File: src/source/dbg_defs.svh
/*
 * Debug transport constants
 * JTAG instruction codes, IDCODE, DMI geometry, debug register map, memory depth
 */

`ifndef DBG_DEFS_SVH
`define DBG_DEFS_SVH

// TAP instruction register
`define DBG_IR_LEN        5
`define DBG_IR_IDCODE     5'h01
`define DBG_IR_DMI        5'h11
`define DBG_IR_BYPASS     5'h1f

// Version, part number and manufacturer fields, LSB fixed to 1
`define DBG_IDCODE        32'h2000_1db3

// DMI scan chain, address + data + op
`define DBG_DMI_AW        7
`define DBG_DMI_DW        32
`define DBG_DMI_LEN       41

// Debug module register addresses
`define DBG_ADDR_DMCONTROL 7'h10
`define DBG_ADDR_SBCS      7'h38
`define DBG_ADDR_SBADDR0   7'h39
`define DBG_ADDR_SBDATA0   7'h3c

// System bus memory, 32-bit words
`define DBG_MEM_WORDS     16

`endif
File: src/source/dbg_pkg.sv
/*
 * Debug transport types
 * TAP states, DMI and system bus payloads, SBCS register layout
 */

`default_nettype none

`include "dbg_defs.svh"

package dbg_pkg;

  // DMI operation codes
  localparam logic [1:0] DMI_OP_READ  = 2'd1;
  localparam logic [1:0] DMI_OP_WRITE = 2'd2;

  typedef enum logic [3:0] {
    TEST_LOGIC_RESET, RUN_TEST_IDLE,
    SELECT_DR, CAPTURE_DR, SHIFT_DR, EXIT1_DR, PAUSE_DR, EXIT2_DR, UPDATE_DR,
    SELECT_IR, CAPTURE_IR, SHIFT_IR, EXIT1_IR, PAUSE_IR, EXIT2_IR, UPDATE_IR
  } tap_state_e;

  typedef struct packed {
    logic [`DBG_DMI_AW-1:0] addr;
    logic [`DBG_DMI_DW-1:0] data;
    logic [1:0]             op;
  } dmi_req_t;

  typedef struct packed {
    logic [`DBG_DMI_DW-1:0] data;
    logic [1:0]             status;
  } dmi_rsp_t;

  typedef struct packed {
    logic        we;
    logic [31:0] addr;
    logic [31:0] wdata;
  } sb_req_t;

  typedef struct packed {
    logic [31:0] rdata;
    logic        err;
  } sb_rsp_t;

  // Only the supported SBCS fields, the rest read as zero
  typedef struct packed {
    logic [10:0] rsvd_hi;
    logic        sbreadonaddr;
    logic [2:0]  sbaccess;
    logic        sbautoincrement;
    logic        sbreadondata;
    logic [2:0]  sberror;
    logic [11:0] rsvd_lo;
  } sbcs_t;

endpackage

`default_nettype wire

File: src/source/jtag_dbg_top.sv
/*
 * JTAG debug transport top
 * TAP, DMI scan, debug registers and bus memory in one pipeline
 */

`timescale 1ns/1ps
`default_nettype none

`include "dbg_defs.svh"

module jtag_dbg_top (
  input  wire  jtag_tck,
  input  wire  rst_n_i,
  input  wire  tms_i,
  input  wire  tdi_i,
  output logic tdo_o
);

  logic              dr_capture;
  logic              dr_shift;
  logic              dr_update;
  logic              dmi_tdo;
  logic              dmi_req_valid;
  dbg_pkg::dmi_req_t dmi_req;
  dbg_pkg::dmi_rsp_t dmi_rsp;
  logic              sb_valid;
  dbg_pkg::sb_req_t  sb_req;
  dbg_pkg::sb_rsp_t  sb_rsp;

  tap_ctrl i_tap_ctrl (
    .jtag_tck    (jtag_tck),
    .rst_n_i     (rst_n_i),
    .tms_i       (tms_i),
    .tdi_i       (tdi_i),
    .dmi_tdo_i   (dmi_tdo),
    .tdo_o       (tdo_o),
    .dr_capture_o(dr_capture),
    .dr_shift_o  (dr_shift),
    .dr_update_o (dr_update)
  );

  dmi_scan i_dmi_scan (
    .jtag_tck    (jtag_tck),
    .rst_n_i     (rst_n_i),
    .tdi_i       (tdi_i),
    .dr_capture_i(dr_capture),
    .dr_shift_i  (dr_shift),
    .dr_update_i (dr_update),
    .rsp_i       (dmi_rsp),
    .tdo_o       (dmi_tdo),
    .req_valid_o (dmi_req_valid),
    .req_o       (dmi_req)
  );

  dmi_regs i_dmi_regs (
    .jtag_tck   (jtag_tck),
    .rst_n_i    (rst_n_i),
    .req_valid_i(dmi_req_valid),
    .req_i      (dmi_req),
    .sb_rsp_i   (sb_rsp),
    .rsp_o      (dmi_rsp),
    .sb_valid_o (sb_valid),
    .sb_req_o   (sb_req)
  );

  sb_mem i_sb_mem (
    .jtag_tck  (jtag_tck),
    .rst_n_i   (rst_n_i),
    .sb_valid_i(sb_valid),
    .sb_req_i  (sb_req),
    .sb_rsp_o  (sb_rsp)
  );

endmodule

`default_nettype wire

File: src/source/sb_mem.sv
/*
 * System bus word memory
 * Registered read data, writes and an error flag for out-of-range addresses
 */

`timescale 1ns/1ps
`default_nettype none

`include "dbg_defs.svh"

module sb_mem (
  input  wire                   jtag_tck,
  input  wire                   rst_n_i,
  input  wire                   sb_valid_i,
  input  wire dbg_pkg::sb_req_t sb_req_i,
  output dbg_pkg::sb_rsp_t      sb_rsp_o
);

  import dbg_pkg::*;

  localparam int unsigned IDX_W = $clog2(`DBG_MEM_WORDS);

  logic [31:0]      mem_q [`DBG_MEM_WORDS];
  logic [IDX_W-1:0] idx;
  logic             bad_addr;

  assign idx      = sb_req_i.addr[IDX_W+1:2];
  assign bad_addr = (sb_req_i.addr >= 32'(`DBG_MEM_WORDS * 4));

  always_ff @(posedge jtag_tck) begin
    if (!rst_n_i) begin
      for (int i = 0; i < `DBG_MEM_WORDS; i++) begin
        mem_q[i] <= '0;
      end
      sb_rsp_o <= '0;
    end else if (sb_valid_i) begin
      sb_rsp_o.err   <= bad_addr;
      sb_rsp_o.rdata <= bad_addr ? '0 : mem_q[idx];
      if (sb_req_i.we && !bad_addr) begin
        mem_q[idx] <= sb_req_i.wdata;
      end
    end
  end

  // Only word accesses come from the debug registers
  a_word_aligned: assert property (@(posedge jtag_tck) disable iff (!rst_n_i)
    sb_valid_i |-> (sb_req_i.addr[1:0] == 2'b00));

endmodule

`default_nettype wire

File: src/source/dmi_regs.sv
/*
 * Debug module registers
 * DMControl, SBCS, SBAddress0 and SBData0 decode with system bus access launch
 */

`timescale 1ns/1ps
`default_nettype none

`include "dbg_defs.svh"

module dmi_regs (
  input  wire                    jtag_tck,
  input  wire                    rst_n_i,
  input  wire                    req_valid_i,
  input  wire dbg_pkg::dmi_req_t req_i,
  input  wire dbg_pkg::sb_rsp_t  sb_rsp_i,
  output dbg_pkg::dmi_rsp_t      rsp_o,
  output logic                   sb_valid_o,
  output dbg_pkg::sb_req_t       sb_req_o
);

  import dbg_pkg::*;

  logic        dmactive_q;
  logic        rd_on_addr_q;
  logic        auto_inc_q;
  logic        rd_on_data_q;
  logic [2:0]  sberror_q;
  logic [31:0] sbaddr_q;
  logic [31:0] sbdata_q;
  logic        pend_q;

  sbcs_t       sbcs_rd;
  sbcs_t       sbcs_wr;
  logic        is_rd;
  logic        is_wr;
  logic [31:0] rdata;
  logic        launch;
  logic        launch_we;
  logic [31:0] launch_addr;
  logic [31:0] launch_wdata;

  always_comb begin
    sbcs_rd                 = '0;
    sbcs_rd.sbreadonaddr    = rd_on_addr_q;
    sbcs_rd.sbaccess        = 3'd2;
    sbcs_rd.sbautoincrement = auto_inc_q;
    sbcs_rd.sbreadondata    = rd_on_data_q;
    sbcs_rd.sberror         = sberror_q;
  end

  assign sbcs_wr = req_i.data;
  assign is_rd   = (req_i.op == DMI_OP_READ);
  assign is_wr   = (req_i.op == DMI_OP_WRITE);

  ////////////////////
  // Register decode
  ////////////////////

  always_comb begin
    rdata        = '0;
    launch       = 1'b0;
    launch_we    = 1'b0;
    launch_addr  = sbaddr_q;
    launch_wdata = sbdata_q;
    case (req_i.addr)
      `DBG_ADDR_DMCONTROL: rdata = {31'b0, dmactive_q};
      `DBG_ADDR_SBCS:      rdata = sbcs_rd;
      `DBG_ADDR_SBADDR0: begin
        rdata = sbaddr_q;
        if (is_wr && rd_on_addr_q) begin
          launch      = 1'b1;
          launch_addr = req_i.data;
        end
      end
      `DBG_ADDR_SBDATA0: begin
        rdata = sbdata_q;
        if (is_wr) begin
          launch       = 1'b1;
          launch_we    = 1'b1;
          launch_wdata = req_i.data;
        end else if (rd_on_data_q) begin
          launch = 1'b1;
        end
      end
      default: ;
    endcase
    // A sticky bus error blocks every access
    launch = launch && req_valid_i && (sberror_q == 3'd0);
  end

  always_ff @(posedge jtag_tck) begin
    if (!rst_n_i) begin
      dmactive_q   <= 1'b0;
      rd_on_addr_q <= 1'b0;
      auto_inc_q   <= 1'b0;
      rd_on_data_q <= 1'b0;
      sberror_q    <= 3'd0;
      sbaddr_q     <= '0;
      sbdata_q     <= '0;
      pend_q       <= 1'b0;
      sb_valid_o   <= 1'b0;
      rsp_o        <= '0;
    end else begin
      sb_valid_o <= launch;
      pend_q     <= sb_valid_o;
      if (req_valid_i) begin
        rsp_o.data   <= is_rd ? rdata : '0;
        rsp_o.status <= 2'd0;
      end
      if (req_valid_i && is_wr) begin
        case (req_i.addr)
          `DBG_ADDR_DMCONTROL: dmactive_q <= req_i.data[0];
          `DBG_ADDR_SBCS: begin
            rd_on_addr_q <= sbcs_wr.sbreadonaddr;
            auto_inc_q   <= sbcs_wr.sbautoincrement;
            rd_on_data_q <= sbcs_wr.sbreadondata;
            sberror_q    <= sberror_q & ~sbcs_wr.sberror;
          end
          `DBG_ADDR_SBADDR0: sbaddr_q <= req_i.data;
          `DBG_ADDR_SBDATA0: sbdata_q <= req_i.data;
          default: ;
        endcase
      end
      if (launch && auto_inc_q) begin
        sbaddr_q <= launch_addr + 32'd4;
      end
      // Bus result arrives one cycle after the strobe
      if (pend_q) begin
        if (sb_rsp_i.err) begin
          sberror_q <= 3'd2;
        end else if (!sb_req_o.we) begin
          sbdata_q <= sb_rsp_i.rdata;
        end
      end
    end
  end

  always_ff @(posedge jtag_tck) begin
    if (launch) begin
      sb_req_o.we    <= launch_we;
      sb_req_o.addr  <= launch_addr;
      sb_req_o.wdata <= launch_wdata;
    end
  end

  // No new access until the previous result has been taken
  a_no_overlap: assert property (@(posedge jtag_tck) disable iff (!rst_n_i)
    sb_valid_o |-> ##1 (!sb_valid_o) [*2]);

endmodule

`default_nettype wire

File: src/source/dmi_scan.sv
/*
 * DMI scan register
 * Captures the last response, shifts LSB first, issues a request on Update-DR
 */

`timescale 1ns/1ps
`default_nettype none

`include "dbg_defs.svh"

module dmi_scan (
  input  wire                jtag_tck,
  input  wire                rst_n_i,
  input  wire                tdi_i,
  input  wire                dr_capture_i,
  input  wire                dr_shift_i,
  input  wire                dr_update_i,
  input  wire dbg_pkg::dmi_rsp_t rsp_i,
  output logic               tdo_o,
  output logic               req_valid_o,
  output dbg_pkg::dmi_req_t  req_o
);

  import dbg_pkg::*;

  logic [`DBG_DMI_LEN-1:0] sr_q;
  dmi_req_t                scan_req;
  logic                    op_ok;

  // Address of the previous request goes back with its result
  always_ff @(posedge jtag_tck) begin
    if (dr_capture_i) begin
      sr_q <= {req_o.addr, rsp_i.data, rsp_i.status};
    end else if (dr_shift_i) begin
      sr_q <= {tdi_i, sr_q[`DBG_DMI_LEN-1:1]};
    end
  end

  assign tdo_o    = sr_q[0];
  assign scan_req = sr_q;
  assign op_ok    = (scan_req.op == DMI_OP_READ) || (scan_req.op == DMI_OP_WRITE);

  // Nop and reserved ops are dropped here
  always_ff @(posedge jtag_tck) begin
    if (!rst_n_i) begin
      req_valid_o <= 1'b0;
      req_o       <= '0;
    end else begin
      req_valid_o <= dr_update_i && op_ok;
      if (dr_update_i && op_ok) begin
        req_o <= scan_req;
      end
    end
  end

endmodule

`default_nettype wire

File: src/source/tap_ctrl.sv
/*
 * JTAG TAP controller
 * Sixteen-state TAP FSM with IR, BYPASS and IDCODE chains and the TDO select
 */

`timescale 1ns/1ps
`default_nettype none

`include "dbg_defs.svh"

module tap_ctrl (
  input  wire  jtag_tck,
  input  wire  rst_n_i,
  input  wire  tms_i,
  input  wire  tdi_i,
  input  wire  dmi_tdo_i,
  output logic tdo_o,
  output logic dr_capture_o,
  output logic dr_shift_o,
  output logic dr_update_o
);

  import dbg_pkg::*;

  tap_state_e              state_q, state_d;
  logic [`DBG_IR_LEN-1:0]  ir_q;
  logic [`DBG_IR_LEN-1:0]  ir_sr_q;
  logic [31:0]             idcode_sr_q;
  logic                    bypass_q;
  logic                    dmi_sel;

  ////////////////////
  // TAP FSM
  ////////////////////

  always_comb begin
    state_d = state_q;
    case (state_q)
      TEST_LOGIC_RESET: state_d = tms_i ? TEST_LOGIC_RESET : RUN_TEST_IDLE;
      RUN_TEST_IDLE:    state_d = tms_i ? SELECT_DR : RUN_TEST_IDLE;
      SELECT_DR:        state_d = tms_i ? SELECT_IR : CAPTURE_DR;
      CAPTURE_DR:       state_d = tms_i ? EXIT1_DR : SHIFT_DR;
      SHIFT_DR:         state_d = tms_i ? EXIT1_DR : SHIFT_DR;
      EXIT1_DR:         state_d = tms_i ? UPDATE_DR : PAUSE_DR;
      PAUSE_DR:         state_d = tms_i ? EXIT2_DR : PAUSE_DR;
      EXIT2_DR:         state_d = tms_i ? UPDATE_DR : SHIFT_DR;
      UPDATE_DR:        state_d = tms_i ? SELECT_DR : RUN_TEST_IDLE;
      SELECT_IR:        state_d = tms_i ? TEST_LOGIC_RESET : CAPTURE_IR;
      CAPTURE_IR:       state_d = tms_i ? EXIT1_IR : SHIFT_IR;
      SHIFT_IR:         state_d = tms_i ? EXIT1_IR : SHIFT_IR;
      EXIT1_IR:         state_d = tms_i ? UPDATE_IR : PAUSE_IR;
      PAUSE_IR:         state_d = tms_i ? EXIT2_IR : PAUSE_IR;
      EXIT2_IR:         state_d = tms_i ? UPDATE_IR : SHIFT_IR;
      UPDATE_IR:        state_d = tms_i ? SELECT_DR : RUN_TEST_IDLE;
      default:          state_d = TEST_LOGIC_RESET;
    endcase
  end

  // Test-Logic-Reset keeps IDCODE selected
  always_ff @(posedge jtag_tck) begin
    if (!rst_n_i) begin
      state_q <= TEST_LOGIC_RESET;
      ir_q    <= `DBG_IR_IDCODE;
    end else begin
      state_q <= state_d;
      if (state_q == TEST_LOGIC_RESET) begin
        ir_q <= `DBG_IR_IDCODE;
      end else if (state_q == UPDATE_IR) begin
        ir_q <= ir_sr_q;
      end
    end
  end

  ////////////////////
  // Shift chains
  ////////////////////

  always_ff @(posedge jtag_tck) begin
    case (state_q)
      CAPTURE_IR: ir_sr_q <= `DBG_IR_LEN'(1);
      SHIFT_IR:   ir_sr_q <= {tdi_i, ir_sr_q[`DBG_IR_LEN-1:1]};
      CAPTURE_DR: begin
        bypass_q    <= 1'b0;
        idcode_sr_q <= `DBG_IDCODE;
      end
      SHIFT_DR: begin
        bypass_q    <= tdi_i;
        idcode_sr_q <= {tdi_i, idcode_sr_q[31:1]};
      end
      default: ;
    endcase
  end

  // DR strobes only reach the DMI chain
  assign dmi_sel      = (ir_q == `DBG_IR_DMI);
  assign dr_capture_o = dmi_sel && (state_q == CAPTURE_DR);
  assign dr_shift_o   = dmi_sel && (state_q == SHIFT_DR);
  assign dr_update_o  = dmi_sel && (state_q == UPDATE_DR);

  // Unknown instructions behave as BYPASS
  always_comb begin
    tdo_o = 1'b0;
    if (state_q == SHIFT_IR) begin
      tdo_o = ir_sr_q[0];
    end else if (state_q == SHIFT_DR) begin
      case (ir_q)
        `DBG_IR_IDCODE: tdo_o = idcode_sr_q[0];
        `DBG_IR_DMI:    tdo_o = dmi_tdo_i;
        default:        tdo_o = bypass_q;
      endcase
    end
  end

  // Five TMS-high cycles reach Test-Logic-Reset from any state
  a_tms_reset: assert property (@(posedge jtag_tck) disable iff (!rst_n_i)
    tms_i [*5] |=> (state_q == TEST_LOGIC_RESET));

endmodule

`default_nettype wire

File: config.mk
export PLATFORM = sky130hd
export DESIGN_NAME = jtag_dbg_top
export DESIGN_NICKNAME = d
export VERILOG_FILES = /design/src/source/dbg_pkg.sv /design/src/source/jtag_dbg_top.sv /design/src/source/sb_mem.sv /design/src/source/dmi_regs.sv /design/src/source/dmi_scan.sv /design/src/source/tap_ctrl.sv
export VERILOG_INCLUDE_DIRS = /design/src /design/src/source
export SDC_FILE = /design/constraint.sdc
export NUM_CORES = 1
export LEC_CHECK = 0
export BUFFER_PORTS_ARGS = -buffer_cell sky130_fd_sc_hd__buf_4
export CORE_MARGIN = 2
export CORE_UTILIZATION = 45
export DETAILED_ROUTE_END_ITERATION = 7
export GPL_ROUTABILITY_DRIVEN = 0
export HOLD_SLACK_MARGIN = 0.03
export SYNTH_ARGS = -nofsm -noshare
export SYNTH_HDL_FRONTEND = slang
export SYNTH_SLANG_ARGS = --single-unit
File: constraint.sdc
create_clock -name jtag_tck -period 7.09 [get_ports jtag_tck]
set_input_delay 1.0635 -clock jtag_tck [delete_from_list [all_inputs] [get_ports jtag_tck]]
set_output_delay 1.0635 -clock jtag_tck [all_outputs]
set_load 0.1 [all_outputs]
==> run summary <==
status: finished, final reports clean
Slowest-stage cell, CP: nand2b_2
fin crit share: 0.604
slowest stage delay, CP: 0.83 ns
Clock Sinks: 847
Netlist cell types: 77
Setup Viol. Count Final: 0
Fill cells: 6,919
met1 WL: 41,400 µm
routed wl met2: 47,300 µm
Post-DP Area: 39,000 µm²
Area Growth Syn to Fin: 10.8%
Root Driver: clkbuf_16
unrepaired setup endpoints after global routing: false
count of final max-slew check failures: 0
setup bufs post-CTS: 0
CTS tree: yes
most used cell, CP: buf_4
Pwr Total: 0.0104 W
PortBufs: 4
PwrDens: 249 nW/µm²
vias in the first global route: 23,300
Net Count, Synth: 2,821
critical path required time: 7.34 ns
Pre-antenna DRT Iters: 5
top layer used by detailed routing: met4
detailed-route DRC error count: 0
clock-pin slew on the worst setup and hold paths: 0.06 ns
area leader, netlist: edfxtp_1
Hold Path Depth: 2
routed wire length: 98,200 µm
post_cts resized: 0
antenna violations before repair: 2
Clock Path Buffers: 3
Main synth FF type: edfxtp_1
Final HPWL DP: 59,100 µm
Post-synth EDFFs: 654
Critical Path AT: 4.53 ns
drt via density: 5.95
Worst R2R Path Depth: 8
Area contributors post-synth: edfxtp_1 52%, dfxtp_1 10%, mux4_2 9.5%
worst slew pin tran: 1.21 ns
hold bufs inserted after CTS: 0
Critical Path, Cell by Cell: nor4_1 -> nand3_1 -> nor2_4 -> buf_4 -> nand4_1 -> nor3_2 -> buf_4 -> nand2b_2
Worst setup EP type: flop
routed wl met3: 5900 µm
clock buffer count from CTS: 92
Initial Util: 0.454
worst setup margin: 2.81 ns
Synth Cell Area: 37,900 µm²
setup TNS: 0 ns
max-cap violation count: 0
DRT iter0 DRCs: 2,148
synth warn: 0
FF+latch count, synth: 847
Async S/R FF share, synth: 0
H-tree Lvls: 3
Critical Path Start Type: flop
Fin. Hold Viols: 0
Total Nets Final: 2,729
most frequent cell after synthesis: edfxtp_1
vias after detailed routing: 23,100
top post-synthesis cells by count: 654 x edfxtp_1, 573 x and2_1, 205 x clkbuf_1
WL/cell: 25.3 µm
Hold WC Path Type: flop to flop
Worst-Skew Late Latency: 0.64 ns
first-pass GRT wire length: 149,000 µm
io pins: 5
Post-Synthesis Cells: 2,816
part of the Yosys area used for sequential elements: 0.621
post-synth top area share: 0.519
post-route ant nets: 0
Pleak: 13.9 nW
Final min period: 4.28 ns
Site Rows: 106
Rel. slew slack: 0.188
achievable frequency: 233 MHz
Congestion Overflow GR: 0
Die Ht: 294 µm
Syn Area/Cell: 13.4 µm²
CP Class: flop to flop
layout cell share with drive strength beyond 1: 0.174
CP Max Fanout: 37
Worst VDD drop: 204 µV
GRT Total Usage: 0.230
Chip Width: 294 µm
Finished Cell Area: 41,900 µm²
die area: 86,500 µm²
skew final: 0.0282 ns
pre-CTS WS: 2.76 ns
pin count of the biggest net entering global routing: 76
core area: 83,400 µm²
==> report_power, final <==
| group | switching [W] | internal (W) |
|---|---|---|
| Combinational | 0.000152 | 0.0000823 |
| Sequential | 0.0000434 | 0.00547 |
| Clock | 0.00197 | 0.00270 |
| Total | 0.00217 | 0.00826 |
==> critical path, delay by kind of cell (launching register included) <==
family	cells	cell delay [ns]
buf+inv	2	0.77
flops	1	0.37
simple gates	6	2.70
==> cells by family (layout without fill, tap and decap cells) <==
group	after synthesis	in the layout	synth area share
buf+inv	255	234	0.0260
compound gates	312	312	0.0573
simple gates	1108	1108	0.163
xor+xnor	9	9	0.00208
mux	284	284	0.131
flops	847	847	0.621
other cells	0	2	0
fa+ha+maj	1	1	0.000330
==> cell usage in the layout (no fill, tap or decap), types with 78 or more instances in the layout <==
master / count
nand2_1: 201
mux4_2: 160
and2_1: 572
edfxtp_1: 654
a21oi_1: 114
clkbuf_16: 96
mux2_2: 86
dfxtp_1: 188
nor2_1: 78
nand3_1: 83
==> state kept, by name, indices dropped and copies added, names as in the netlist, 3 cells and up, named ones only <==
name and count:
i_dmi_regs.rsp_o 32, i_sb_mem.sb_rsp_o 33, i_dmi_regs.sberror_q 3, i_tap_ctrl.state_q 4, i_tap_ctrl.ir_q 5, i_dmi_regs.sbaddr_q 32
i_tap_ctrl.idcode_sr_q 32, i_dmi_regs.sb_req_o 63, i_dmi_scan.req_o 41, i_dmi_scan.scan_req 41, i_tap_ctrl.ir_sr_q 5, i_sb_mem.mem_q 512
i_dmi_regs.sbdata_q 32
==> cell type report <==
class | count | area [µm²] | share of cell area
clock inverter | 42 | 345 | 0.00823
antenna | 2 | 5.00 | 0.000119
timing repair buffer | 48 | 373 | 0.00889
inverter | 21 | 81.3 | 0.00194
sequential | 847 | 23500 | 0.561
clock buffer | 123 | 2580 | 0.0616
tap | 1080 | 1350 | 0.0322
multi-input combinational | 1714 | 13700 | 0.326
==> layer usage <==
layer | vias up | GRT usage
li1 | 10200 | -
met3 | 182 | 0.0310
met4 | 0 | 0.0882
met5 | - | 0
met1 | 11900 | 0.311
met2 | 779 | 0.378
==> stage by stage <==
step / cells / utilization / hold WS, ns
2_1_floorplan: 2816 / - / 0.427
3_3_place_gp: 3710 / 0.468 / 0.436
3_5_place_dp: 3710 / 0.468 / 0.451
4_1_cts: 3875 / 0.503 / 0.460
5_1_grt: 3875 / 0.503 / 0.482
6_report: 3877 / 0.503 / 0.460
==> worst paths after layout <==
path                                start                endpoint  slack, ns
setup / recovery  i_dmi_regs.sb_req_o[49]   i_sb_mem.mem_q[3][31]       2.81
setup reg to reg  i_dmi_regs.sb_req_o[49]   i_sb_mem.mem_q[3][31]       2.81
hold / removal     i_dmi_regs.sbaddr_q[1]  i_dmi_regs.sbaddr_q[1]       0.46
hold reg to reg    i_dmi_regs.sbaddr_q[1]  i_dmi_regs.sbaddr_q[1]       0.46
(Power assumes the default switching activity.)
